File: src/logic/ctrl_macros.svh
`ifndef CTRL_MACROS_SVH
`define CTRL_MACROS_SVH

// Datapath and field widths
`define WORD_W      32
`define ALU_CTRL_W  4
`define FLAG_WR_W   2
`define COND_W      4

// Register index of the program counter
`define PC_REG      4'd15

// ALU control codes used outside the data-processing opcodes
`define ALU_ADD     4'b0100
`define ALU_SUB     4'b0010

// Instruction class, bits 27:26
`define OP_DP       2'b00
`define OP_MEM      2'b01
`define OP_BR       2'b10

// Bits 7:4 of a multiply
`define MUL_FUNCT   4'b1001

`endif

File: src/logic/ctrlPkg.sv
`include "ctrl_macros.svh"

package ctrlPkg;

  // Condition field, bits 31:28
  typedef enum logic [`COND_W-1:0] {
    EQ, NE, CS, CC,
    MI, PL, VS, VC,
    HI, LS, GE, LT,
    GT, LE, AL, NV   // NV runs as AL on this core
  } condT;

  // NZCV, same order as the status register
  typedef struct packed {
    logic n;
    logic z;
    logic c;
    logic v;
  } flagsT;

  // Decode -> Execute
  typedef struct packed {
    logic                  aluSrc;
    logic [`ALU_CTRL_W-1:0] aluControl;
    logic [`FLAG_WR_W-1:0]  flagWrite;   // [1] NZ, [0] CV
    logic                  branch;
    logic                  memWrite;
    logic                  regWrite;
    logic                  memtoReg;
    logic                  pcSrc;
    condT                  cond;
    logic                  multEnable;
    logic                  ldst;        // Load or store
    logic                  loadByte;    // B bit
    logic                  storeLoad;   // L bit
  } exCtrlT;

  // Execute -> Memory, write enables already condition gated
  typedef struct packed {
    logic       memWrite;
    logic       memtoReg;
    logic       regWrite;
    logic       pcSrc;
    logic [3:0] byteMask;
    logic       loadByte;
    logic [1:0] byteOffset;
  } memCtrlT;

  // Memory -> Writeback
  typedef struct packed {
    logic       memtoReg;
    logic       regWrite;
    logic       pcSrc;
    logic       loadByte;
    logic [1:0] byteOffset;
  } wbCtrlT;

endpackage

File: src/logic/condUnit.sv
`timescale 1ns/100ps
`include "ctrl_macros.svh"

module condUnit (
  input  logic                  clk,
  input  logic                  arstN,
  input  logic                  stallE,
  input  ctrlPkg::condT         cond,
  input  logic [`FLAG_WR_W-1:0] flagWrite,
  input  ctrlPkg::flagsT        flagsE,      // Fresh ALU flags
  input  logic                  branch,
  input  logic                  memWrite,
  input  logic                  regWrite,
  input  logic                  pcSrc,
  output logic                  condExE,
  output logic                  branchTakenE,
  output logic                  memWriteG,
  output logic                  regWriteG,
  output logic                  pcSrcG
);

  import ctrlPkg::*;

  flagsT flagsQ;     // Stored NZCV
  logic  geQ;        // Signed greater or equal

  assign geQ = (flagsQ.n == flagsQ.v);

  // ======================================================================
  // Condition check
  // ======================================================================
  always_comb begin
    case (cond)
      EQ:     condExE = flagsQ.z;
      NE:     condExE = ~flagsQ.z;
      CS:     condExE = flagsQ.c;
      CC:     condExE = ~flagsQ.c;
      MI:     condExE = flagsQ.n;
      PL:     condExE = ~flagsQ.n;
      VS:     condExE = flagsQ.v;
      VC:     condExE = ~flagsQ.v;
      HI:     condExE = flagsQ.c & ~flagsQ.z;       // Unsigned higher
      LS:     condExE = ~flagsQ.c | flagsQ.z;
      GE:     condExE = geQ;
      LT:     condExE = ~geQ;
      GT:     condExE = ~flagsQ.z & geQ;
      LE:     condExE = flagsQ.z | ~geQ;
      AL, NV: condExE = 1'b1;
    endcase
  end

  // Side effects only for executed instructions
  assign branchTakenE = branch & condExE;
  assign memWriteG    = memWrite & condExE;
  assign regWriteG    = regWrite & condExE;
  assign pcSrcG       = pcSrc & condExE;

  // ======================================================================
  // Flags register
  // ======================================================================
  always_ff @(posedge clk or negedge arstN) begin
    if (!arstN) begin
      flagsQ <= '0;
    end else if (!stallE && condExE) begin
      if (flagWrite[1]) begin          // Logical and arithmetic ops
        flagsQ.n <= flagsE.n;
        flagsQ.z <= flagsE.z;
      end
      if (flagWrite[0]) begin          // Arithmetic only
        flagsQ.c <= flagsE.c;
        flagsQ.v <= flagsE.v;
      end
    end
  end

  brTakenNeedsCond: assert property (@(posedge clk) disable iff (!arstN)
    branchTakenE |-> condExE)
    else $error("condUnit: branch taken with condition failed");

endmodule

File: src/logic/instrDecoder.sv
`timescale 1ns/100ps
`include "ctrl_macros.svh"

module instrDecoder (
  input  logic [`WORD_W-1:0]     instrD,
  output logic [1:0]             regSrcD,
  output logic [1:0]             immSrcD,
  output logic                   aluSrc,
  output logic                   memtoReg,
  output logic                   regWrite,
  output logic                   memWrite,
  output logic                   branch,
  output logic                   pcSrc,
  output logic                   multEnable,
  output logic                   ldst,
  output logic                   loadByte,
  output logic                   storeLoad,
  output logic [`ALU_CTRL_W-1:0] aluControl,
  output logic [`FLAG_WR_W-1:0]  flagWrite,
  output ctrlPkg::condT          cond
);

  import ctrlPkg::*;

  logic aluOp;  // Data-processing class, ALU code comes from the opcode

  // ======================================================================
  // Main decoder
  // ======================================================================
  always_comb begin
    regSrcD    = 2'b00;
    immSrcD    = 2'b00;
    aluSrc     = 1'b0;
    memtoReg   = 1'b0;
    regWrite   = 1'b0;
    memWrite   = 1'b0;
    branch     = 1'b0;
    multEnable = 1'b0;
    aluOp      = 1'b0;
    case (instrD[27:26])
      `OP_DP: begin
        regWrite = 1'b1;
        aluOp    = 1'b1;
        if (instrD[25]) begin
          aluSrc = 1'b1;                                 // Rotated imm8
        end else begin
          multEnable = (instrD[7:4] == `MUL_FUNCT);      // MUL shares the reg form
        end
      end
      `OP_MEM: begin
        immSrcD = 2'b01;                                 // imm12 offset
        if (instrD[20]) begin                            // LDR / LDRB
          memtoReg = 1'b1;
          regWrite = 1'b1;
          aluSrc   = ~instrD[25];                        // I clear means immediate offset
        end else begin                                   // STR / STRB
          regSrcD  = 2'b10;                              // Rd read on second port
          aluSrc   = 1'b1;
          memWrite = 1'b1;
        end
      end
      `OP_BR: begin
        regSrcD = 2'b01;                                 // PC as first operand
        immSrcD = 2'b10;                                 // imm24
        aluSrc  = 1'b1;
        branch  = 1'b1;
      end
      default: begin
        // Coprocessor space, nothing issued
      end
    endcase
  end

  // ======================================================================
  // ALU control
  // ======================================================================
  always_comb begin
    if (aluOp) begin
      aluControl = instrD[24:21];                        // Opcode passes straight through
      flagWrite  = {2{instrD[20]}};                      // S bit
    end else if (ldst) begin
      aluControl = instrD[23] ? `ALU_ADD : `ALU_SUB;     // U bit picks offset direction
      flagWrite  = 2'b00;
    end else begin
      aluControl = `ALU_ADD;                             // Branch target add
      flagWrite  = 2'b00;
    end
  end

  // Memory access fields
  assign ldst      = (instrD[27:26] == `OP_MEM);
  assign loadByte  = ldst & instrD[22];
  assign storeLoad = ldst & instrD[20];

  // Any write to r15 redirects fetch
  assign pcSrc = branch | (regWrite & (instrD[15:12] == `PC_REG));
  assign cond  = condT'(instrD[31:28]);

  // Load and store never issue together
  always_comb begin
    memLoadStoreExcl: assert (!(memWrite && memtoReg))
      else $error("instrDecoder: load and store decoded together");
  end

endmodule

File: src/logic/memAccessCtrl.sv
`timescale 1ns/100ps
`include "ctrl_macros.svh"

module memAccessCtrl (
  input  logic               ldst,
  input  logic               loadByte,     // B bit
  input  logic               storeLoad,    // L bit
  input  logic [`WORD_W-1:0] aluResultE,   // Effective address
  output logic [3:0]         byteMask,
  output logic [1:0]         byteOffset,
  output logic               writeByteE
);

  logic [1:0] laneSel;  // Byte lane within the word

  assign laneSel = aluResultE[1:0];

  // One lane for byte access, all four for word
  always_comb begin
    if (loadByte) begin
      byteMask = 4'b0001 << laneSel;
    end else begin
      byteMask = 4'b1111;
    end
  end

  assign byteOffset = laneSel;                 // Load data alignment in Writeback
  assign writeByteE = ldst & loadByte & ~storeLoad;  // STRB

  // Some lane always enabled
  always_comb begin
    maskNonZero: assert (byteMask != 4'b0000)
      else $error("memAccessCtrl: empty byte mask");
  end

endmodule

File: src/logic/pipeController.sv
`timescale 1ns/100ps
`include "ctrl_macros.svh"

module pipeController (
  input  logic                   clk,
  input  logic                   arstN,
  input  logic [`WORD_W-1:0]     instrD,
  input  ctrlPkg::flagsT         flagsE,
  input  logic [`WORD_W-1:0]     aluResultE,
  // Hazard levels
  input  logic                   stallE,
  input  logic                   flushE,
  input  logic                   stallM,
  input  logic                   stallW,
  input  logic                   flushW,
  // Decode
  output logic [1:0]             regSrcD,
  output logic [1:0]             immSrcD,
  // Execute
  output logic                   aluSrcE,
  output logic [`ALU_CTRL_W-1:0] aluControlE,
  output logic                   multEnableE,
  output logic                   memtoRegE,
  output logic                   branchTakenE,
  output logic                   writeByteE,
  // Memory
  output logic                   memWriteM,
  output logic                   memtoRegM,
  output logic                   regWriteM,
  output logic [3:0]             byteMaskM,
  // Writeback
  output logic                   memtoRegW,
  output logic                   regWriteW,
  output logic                   pcSrcW,
  output logic                   loadByteW,
  output logic [1:0]             byteOffsetW
);

  import ctrlPkg::*;

  // Decode fields
  logic                   aluSrcD, memtoRegD, regWriteD, memWriteD;
  logic                   branchD, pcSrcD, multEnableD;
  logic                   ldstD, loadByteD, storeLoadD;
  logic [`ALU_CTRL_W-1:0] aluControlD;
  logic [`FLAG_WR_W-1:0]  flagWriteD;
  condT                   condD;

  exCtrlT  exD, exE;
  memCtrlT memE, memM;
  wbCtrlT  wbM, wbW;

  logic       memWriteG, regWriteG, pcSrcG;   // Condition gated
  logic [3:0] byteMaskE;
  logic [1:0] byteOffsetE;

  // ======================================================================
  // Decode
  // ======================================================================
  instrDecoder decoder (
    .instrD     (instrD),
    .regSrcD    (regSrcD),
    .immSrcD    (immSrcD),
    .aluSrc     (aluSrcD),
    .memtoReg   (memtoRegD),
    .regWrite   (regWriteD),
    .memWrite   (memWriteD),
    .branch     (branchD),
    .pcSrc      (pcSrcD),
    .multEnable (multEnableD),
    .ldst       (ldstD),
    .loadByte   (loadByteD),
    .storeLoad  (storeLoadD),
    .aluControl (aluControlD),
    .flagWrite  (flagWriteD),
    .cond       (condD)
  );

  always_comb begin
    exD.aluSrc     = aluSrcD;
    exD.aluControl = aluControlD;
    exD.flagWrite  = flagWriteD;
    exD.branch     = branchD;
    exD.memWrite   = memWriteD;
    exD.regWrite   = regWriteD;
    exD.memtoReg   = memtoRegD;
    exD.pcSrc      = pcSrcD;
    exD.cond       = condD;
    exD.multEnable = multEnableD;
    exD.ldst       = ldstD;
    exD.loadByte   = loadByteD;
    exD.storeLoad  = storeLoadD;
  end

  // ======================================================================
  // Execute
  // ======================================================================
  stageReg #(.payloadT(exCtrlT)) exReg (
    .clk (clk), .arstN (arstN), .en (~stallE), .clr (flushE), .d (exD), .q (exE)
  );

  assign aluSrcE     = exE.aluSrc;
  assign aluControlE = exE.aluControl;
  assign memtoRegE   = exE.memtoReg;
  assign multEnableE = exE.multEnable;

  condUnit cond (
    .clk          (clk),
    .arstN        (arstN),
    .stallE       (stallE),
    .cond         (exE.cond),
    .flagWrite    (exE.flagWrite),
    .flagsE       (flagsE),
    .branch       (exE.branch),
    .memWrite     (exE.memWrite),
    .regWrite     (exE.regWrite),
    .pcSrc        (exE.pcSrc),
    .condExE      (),                        // Only consumed inside condUnit
    .branchTakenE (branchTakenE),
    .memWriteG    (memWriteG),
    .regWriteG    (regWriteG),
    .pcSrcG       (pcSrcG)
  );

  memAccessCtrl memAccess (
    .ldst       (exE.ldst),
    .loadByte   (exE.loadByte),
    .storeLoad  (exE.storeLoad),
    .aluResultE (aluResultE),
    .byteMask   (byteMaskE),
    .byteOffset (byteOffsetE),
    .writeByteE (writeByteE)
  );

  always_comb begin
    memE.memWrite   = memWriteG;
    memE.memtoReg   = exE.memtoReg;
    memE.regWrite   = regWriteG;
    memE.pcSrc      = pcSrcG;
    memE.byteMask   = byteMaskE;
    memE.loadByte   = exE.loadByte;
    memE.byteOffset = byteOffsetE;
  end

  // ======================================================================
  // Memory and Writeback
  // ======================================================================
  stageReg #(.payloadT(memCtrlT)) memReg (
    .clk (clk), .arstN (arstN), .en (~stallM), .clr (1'b0), .d (memE), .q (memM)
  );

  assign memWriteM = memM.memWrite;
  assign memtoRegM = memM.memtoReg;
  assign regWriteM = memM.regWrite;
  assign byteMaskM = memM.byteMask;

  always_comb begin
    wbM.memtoReg   = memM.memtoReg;
    wbM.regWrite   = memM.regWrite;
    wbM.pcSrc      = memM.pcSrc;
    wbM.loadByte   = memM.loadByte;
    wbM.byteOffset = memM.byteOffset;
  end

  stageReg #(.payloadT(wbCtrlT)) wbReg (
    .clk (clk), .arstN (arstN), .en (~stallW), .clr (flushW), .d (wbM), .q (wbW)
  );

  assign memtoRegW   = wbW.memtoReg;
  assign regWriteW   = wbW.regWrite;
  assign pcSrcW      = wbW.pcSrc;
  assign loadByteW   = wbW.loadByte;
  assign byteOffsetW = wbW.byteOffset;

endmodule

File: src/logic/stageReg.sv
`timescale 1ns/100ps
`include "ctrl_macros.svh"

module stageReg #(
  parameter type payloadT = logic
) (
  input  logic    clk,
  input  logic    arstN,
  input  logic    en,    // Low while the stage is stalled
  input  logic    clr,   // Bubble insert, beats en
  input  payloadT d,
  output payloadT q
);

  always_ff @(posedge clk or negedge arstN) begin
    if (!arstN) begin
      q <= '0;
    end else if (clr) begin
      q <= '0;           // Flush
    end else if (en) begin
      q <= d;
    end
    // Stall holds q
  end

endmodule

File: config.mk
export PLATFORM = sky130hd
export DESIGN_NAME = pipeController
export DESIGN_NICKNAME = d
export VERILOG_FILES = /design/src/logic/ctrlPkg.sv /design/src/logic/condUnit.sv /design/src/logic/instrDecoder.sv /design/src/logic/memAccessCtrl.sv /design/src/logic/pipeController.sv /design/src/logic/stageReg.sv
export VERILOG_INCLUDE_DIRS = /design/src /design/src/logic
export SDC_FILE = /design/constraint.sdc
export NUM_CORES = 1
export LEC_CHECK = 0
export BUFFER_PORTS_ARGS = -buffer_cell sky130_fd_sc_hd__buf_2
export CORE_MARGIN = 2
export CORE_UTILIZATION = 50
export CTS_BUF_LIST = sky130_fd_sc_hd__clkbuf_8
export CTS_CLUSTER_SIZE = 16
export DETAILED_ROUTE_END_ITERATION = 16
export GPL_TIMING_DRIVEN = 0
export PLACE_DENSITY = 0.92
export SYNTH_ARGS = -nofsm -noshare
export SYNTH_HDL_FRONTEND = slang
export SYNTH_HIERARCHICAL = 1
export SYNTH_SLANG_ARGS = --single-unit
export TNS_END_PERCENT = 100
File: constraint.sdc
create_clock -name clk -period 3.3 [get_ports clk]
set_clock_uncertainty 0.05 [all_clocks]
set_input_delay 0.66 -clock clk [delete_from_list [all_inputs] [get_ports clk]]
set_output_delay 0.66 -clock clk [all_outputs]
set_load 0.005 [all_outputs]
==> results of run 1 <==
[critical path, stage by stage (launching register included)]
cell,delay (ns)
dfrtp_1,0.39
buf_2,0.18
nor4_1,0.43
a211oi_1,0.12
o221ai_2,0.25
or2_1,0.22
and3_1,0.17
buf_2,0.11
[state kept, by name (all words and copies together), names as in the netlist]
name,flops
memReg/q,11
cond/flagsQ,4
exReg/q,20
wbReg/q,6
[area by class of cell]
| type | count | share of cell area |
|---|---|---|
| clock inverter | 2 | 0.0125 |
| buffer | 19 | 0.0522 |
| multi-input combinational | 146 | 0.390 |
| tap | 52 | 0.0240 |
| clock buffer | 6 | 0.0305 |
| inverter | 10 | 0.0139 |
| timing repair buffer | 53 | 0.0980 |
| sequential | 41 | 0.379 |
[path summary, 6_finish.rpt]
kind	startpoint	endpoint	slack (ns)	cells after the start
max	exReg/q[7]	branchTakenE	0.44	7
min	arstN	memReg/q[1]	0.43	1
max reg2reg	exReg/q[7]	memReg/q[10]	1.21	8
min reg2reg	exReg/q[4]	exReg/q[4]	0.47	2
max in group asynchronous	arstN	exReg/q[5]	2.21	1
min in group clk	exReg/q[4]	exReg/q[4]	0.47	2
[power by group]
| part | leakage [nW] | switching [mW] | internal, mW |
|---|---|---|---|
| Clock | 0.0626 | 0.171 | 0.243 |
| Combinational | 0.880 | 0.0959 | 0.0874 |
| Sequential | 0.555 | 0.0256 | 0.527 |
[per-stage QoR]
step / util / power [mW]
floorplan: - / 0.677
global placement: 0.595 / 0.734
detailed placement: 0.595 / 0.742
CTS: 0.622 / 1.15
global route: 0.622 / 1.20
finish: 0.622 / 1.15
[per-layer routing]
layer | vias up | routed length, um
met2 | 65 | 2230
met1 | 848 | 2010
met5 | - | 0
met4 | 0 | 73
li1 | 844 | -
met3 | 8 | 263
[cells in the final DEF (no fill, tap or decap), types with 2 or more instances in the layout]
cell type   n
buf_2      55
dfrtp_1    41
nor2_1     40
mux2i_1    37
inv_1      11
buf_4      10
clkbuf_8    6
and3_1      6
o21ai_0     6
nand2_1     5
and2_1      5
ha_1        5
nor2b_1     4
buf_6       4
clkbuf_1    3
xnor2_1     2
nand2b_1    2
a21o_1      2
mux2_1      2
a21oi_1     2
and2_2      2
conb_1      2
==> results.md, run 1 <==
- Crit end category: output port
- Die area: 5070 um^2
- Largest net degree at the start of global routing: 42
- RSZ-0062 raised after global routing: false
- Setup Fix Bufs, Post-CTS: 0
- Tcrit/Tclk final: 0.867
- Peak VDD IR: 0.222 mV
- TritonCTS Buffers: 5
- Dpl ws: 0.792 ns
- DRC Markers: 0
- Total track usage: 0.191
- CTS HTree Levels: 2
- Max Slew Vio Count: 0
- Fin crit period: 2.86 ns
- Clk buf depth: 2
- Ys Warns: 6
- Final wirelength: 4.57 mm
- Placed cells: 321
- Share of cells above drive strength 1: 0.307
- Row cnt: 24
- Most Used Layer, Global Route: met2
- Die span in y: 71.2 um
- Non-filler cells, final: 329
- Initial Utilization: 0.518
- Mapped Area: 2260 um^2
- Hpwl dp: 3.37 mm
- Grt total ovfl: 0
- Clk root buf: clkbuf_8
- Die W: 71.2 um
- Initial antenna violation count: 0
- Via count: 1,765
- CTS clk-pin slew, worst paths: 0.08 ns
- Multi-input logic area: 1050 um^2
- Filler Cell Count: 352
- CTS tree: built
- Hold bufs inserted after CTS: 0
- Antenna diodes: 0
- Final Hold Fails: 0
- Setup TNS: 0 ns
- Skew-Pair Late Insertion Delay: 0.30 ns
- CTS resizes: 0
- Final worst setup slack: 0.438 ns
- Grt met2 use: 0.322
- Crit Path Category: reg2out
- Wire per inst: 13.9 um
- GPL Wtd Cong: 0.853
- First-pass detailed-route iteration total: 4
- Num ports: 101
- Status: finished, final reports clean
- # clock sinks: 41
- Critical path required time: 2.59 ns
- Pleak: 1.50 nW
- Vias in the first global route: 1,758
- Max-Cap Viols: 0
- Final Cell Area: 2710 um^2
- CP Launch Type: flop
- HP Class: in2async
- Floorplan core area: 4350 um^2
- FMAX: 349 MHz
- Global-route wire length before repair: 7.69 mm
- Post-Syn Instances: 215
- Fin Hold WS: 0.433 ns
- Seq. cell area: 1030 um^2
- Slew @ Worst Pin: 0.893 ns
- ANT nets after route: 0
- Number of port buffers: 53
- DRT iter0 DRCs: 89
- Routing usage on met1: 0.234
- Area Growth Syn to Fin: 20.0%
- # setup viols final: 0
- M3 GR Usage: 0.0413
- Worst Path Arrival: 2.15 ns
- Largest fanout on the critical path: 9
- Synthesized area per cell: 10.5 um^2
- Pwr dens: 425 nW/um^2
- Nets: 356
- Slew HR: 0.405
- Via/cell ratio: 5.36
- Post-DP Area: 2590 um^2
Note: power is estimated with default switching activity, not from simulation.
==> run 2: changes to the inputs <==
--- a/config.mk
+++ b/config.mk
@@ -13,6 +13,7 @@
 export CTS_CLUSTER_SIZE = 16
 export DETAILED_ROUTE_END_ITERATION = 16
 export GPL_TIMING_DRIVEN = 0
+export MAX_ROUTING_LAYER = met4
 export PLACE_DENSITY = 0.92
 export SYNTH_ARGS = -nofsm -noshare
 export SYNTH_HDL_FRONTEND = slang
==> run 2 against run 1 <==
First-iteration DRC count stayed put. Critical path depth stayed put. Highest routed layer unchanged. Combinational power hardly changed. Critical path type unchanged. Fmax is 0.26% higher. Count of clock-buffer cells in the layout stayed put. Hold slack worse by 0.00086 ns. Wire length is 0.48% lower. Flip-flop and latch count stayed put.
==> results.md, run 2 (synthesized netlist as in run 1, its figures left out) <==
- Non-filler cells, final: 329
- CTS HTree Levels: 2
- HP Class: in2async
- Largest regs: exReg/q x20, memReg/q x11, wbReg/q x6
- Setup TNS: 0 ns
- Hpwl dp: 3.37 mm
- Fin crit period: 2.85 ns
- Hold bufs inserted after CTS: 0
- Row cnt: 24
- Int Pwr: 858 uW
- DRT iter0 DRCs: 89
- ANT nets after route: 0
- Critical path's largest stage delay: 0.39 ns
- Die span in y: 71.2 um
- Slowest CP cell: dfrtp_1
- First-pass detailed-route iteration total: 4
- Dpl ws: 0.792 ns
- Final worst setup slack: 0.446 ns
- Die area: 5070 um^2
- Crit-path most repeated cell: buf_2
- Final Hold Fails: 0
- CTS tree: built
- Most flop-heavy register: exReg/q
- Routed wl met2: 2.21 mm
- Final Cell Area: 2710 um^2
- CP Launch Type: flop
- Num ports: 101
- CP Cell Sequence: buf_2, and2_1, a221oi_2, o221ai_2, or2_1, and3_1, buf_2
- Initial antenna violation count: 0
- DRC Markers: 0
- Setup Fix Bufs, Post-CTS: 0
- Placed cells: 321
- TritonCTS Buffers: 5
- Die W: 71.2 um
- Wire per inst: 13.8 um
- Seq pwr share: 0.481
- Commonest non-fill, non-tap cells in the layout: buf_2 (55), dfrtp_1 (41), nor2_1 (40)
- Antenna diodes: 0
- Tcrit/Tclk final: 0.865
- Area Growth Syn to Fin: 20.0%
- Commonest non-fill, non-tap cell in the layout: buf_2
- Floorplan core area: 4350 um^2
- Via/cell ratio: 5.35
- Number of port buffers: 53
- CTS resizes: 0
- Worst Path Arrival: 2.14 ns
- Final wirelength: 4.55 mm
- WL met1: 2.05 mm
- Comb pwr share: 0.159
- Clk root buf: clkbuf_8
- Routed met3 length: 228 um
- Fin Hold WS: 0.432 ns
- GPL Wtd Cong: 0.866
- Power Total: 1.15 mW
- Buf/Inv on CP: 2
- Critical path required time: 2.59 ns
- CTS clk-pin slew, worst paths: 0.08 ns
- RSZ-0062 raised after global routing: false
- Slew @ Worst Pin: 0.888 ns
- Top sig layer: met4
- # clock sinks: 41
- Largest register FFs: 20
- Skew-Pair Late Insertion Delay: 0.30 ns
- Initial Utilization: 0.518
- Largest net degree at the start of global routing: 42
- Critical path's top delay family: simple AND/OR/NAND/NOR gates
- Global-route wire length before repair: 7.69 mm
- Crit end category: output port
- Pleak: 1.50 nW
- Clk buf depth: 2
- Sw Ratio: 0.254
- Peak VDD IR: 0.222 mV
- Max Slew Vio Count: 0
- Grt total ovfl: 0
- Slew HR: 0.408
- Largest fanout on the critical path: 9
- Share of cells above drive strength 1: 0.307
- Max-Cap Viols: 0
- Via count: 1,761
- FMAX: 350 MHz
- Status: finished, final reports clean
- Crit Path Category: reg2out
- Pwr dens: 425 nW/um^2
- Final core occ: 0.622
- Post-DP Area: 2590 um^2
- Switch Pwr: 292 uW
- Vias in the first global route: 1,759
- Clk network pwr share: 0.360
- Total track usage: 0.197
- # setup viols final: 0
- Nets: 356
run 2: cell counts in the layout (fill, tap and decap cells not counted):
No cell type changed its count.
run 2: area by class of cell:
class | instances | area, um^2
sequential | 41 | 1030
fill | 352 | 1650
clock inverter | 2 | 33.8
buffer | 19 | 141
clock buffer | 6 | 82.6
timing repair buffer | 53 | 265
inverter | 10 | 37.5
multi-input combinational | 146 | 1050
tap | 52 | 65.1
run 2: power groups by stage:
stage | combinational (mW) | sequential [mW] | clock (mW)
final | 0.183 | 0.552 | 0.414
after detailed placement | 0.181 | 0.561 | 0
after floorplan | 0.122 | 0.556 | 0
after CTS | 0.183 | 0.551 | 0.420
after global routing | 0.204 | 0.555 | 0.438
after global placement | 0.175 | 0.559 | 0
run 2: final timing paths:
| check | end | from | cells past startpoint | slack, ns |
|---|---|---|---|---|
| worst max register to register | memReg/q[10] | exReg/q[7] | 8 | 1.21 |
| max in group asynchronous | exReg/q[5] | arstN | 1 | 2.21 |
| worst min register to register | exReg/q[4] | exReg/q[4] | 2 | 0.47 |
| min in group clk | exReg/q[4] | exReg/q[4] | 2 | 0.47 |
| worst min-delay path | memReg/q[1] | arstN | 1 | 0.43 |
| worst max-delay path | branchTakenE | exReg/q[7] | 7 | 0.45 |
run 2: per-layer routing:
layer,GRT usage,vias to the layer above
li1,-,844
met4,0.0860,0
met3,0.0399,8
met1,0.235,850
met5,-,-
met2,0.322,59
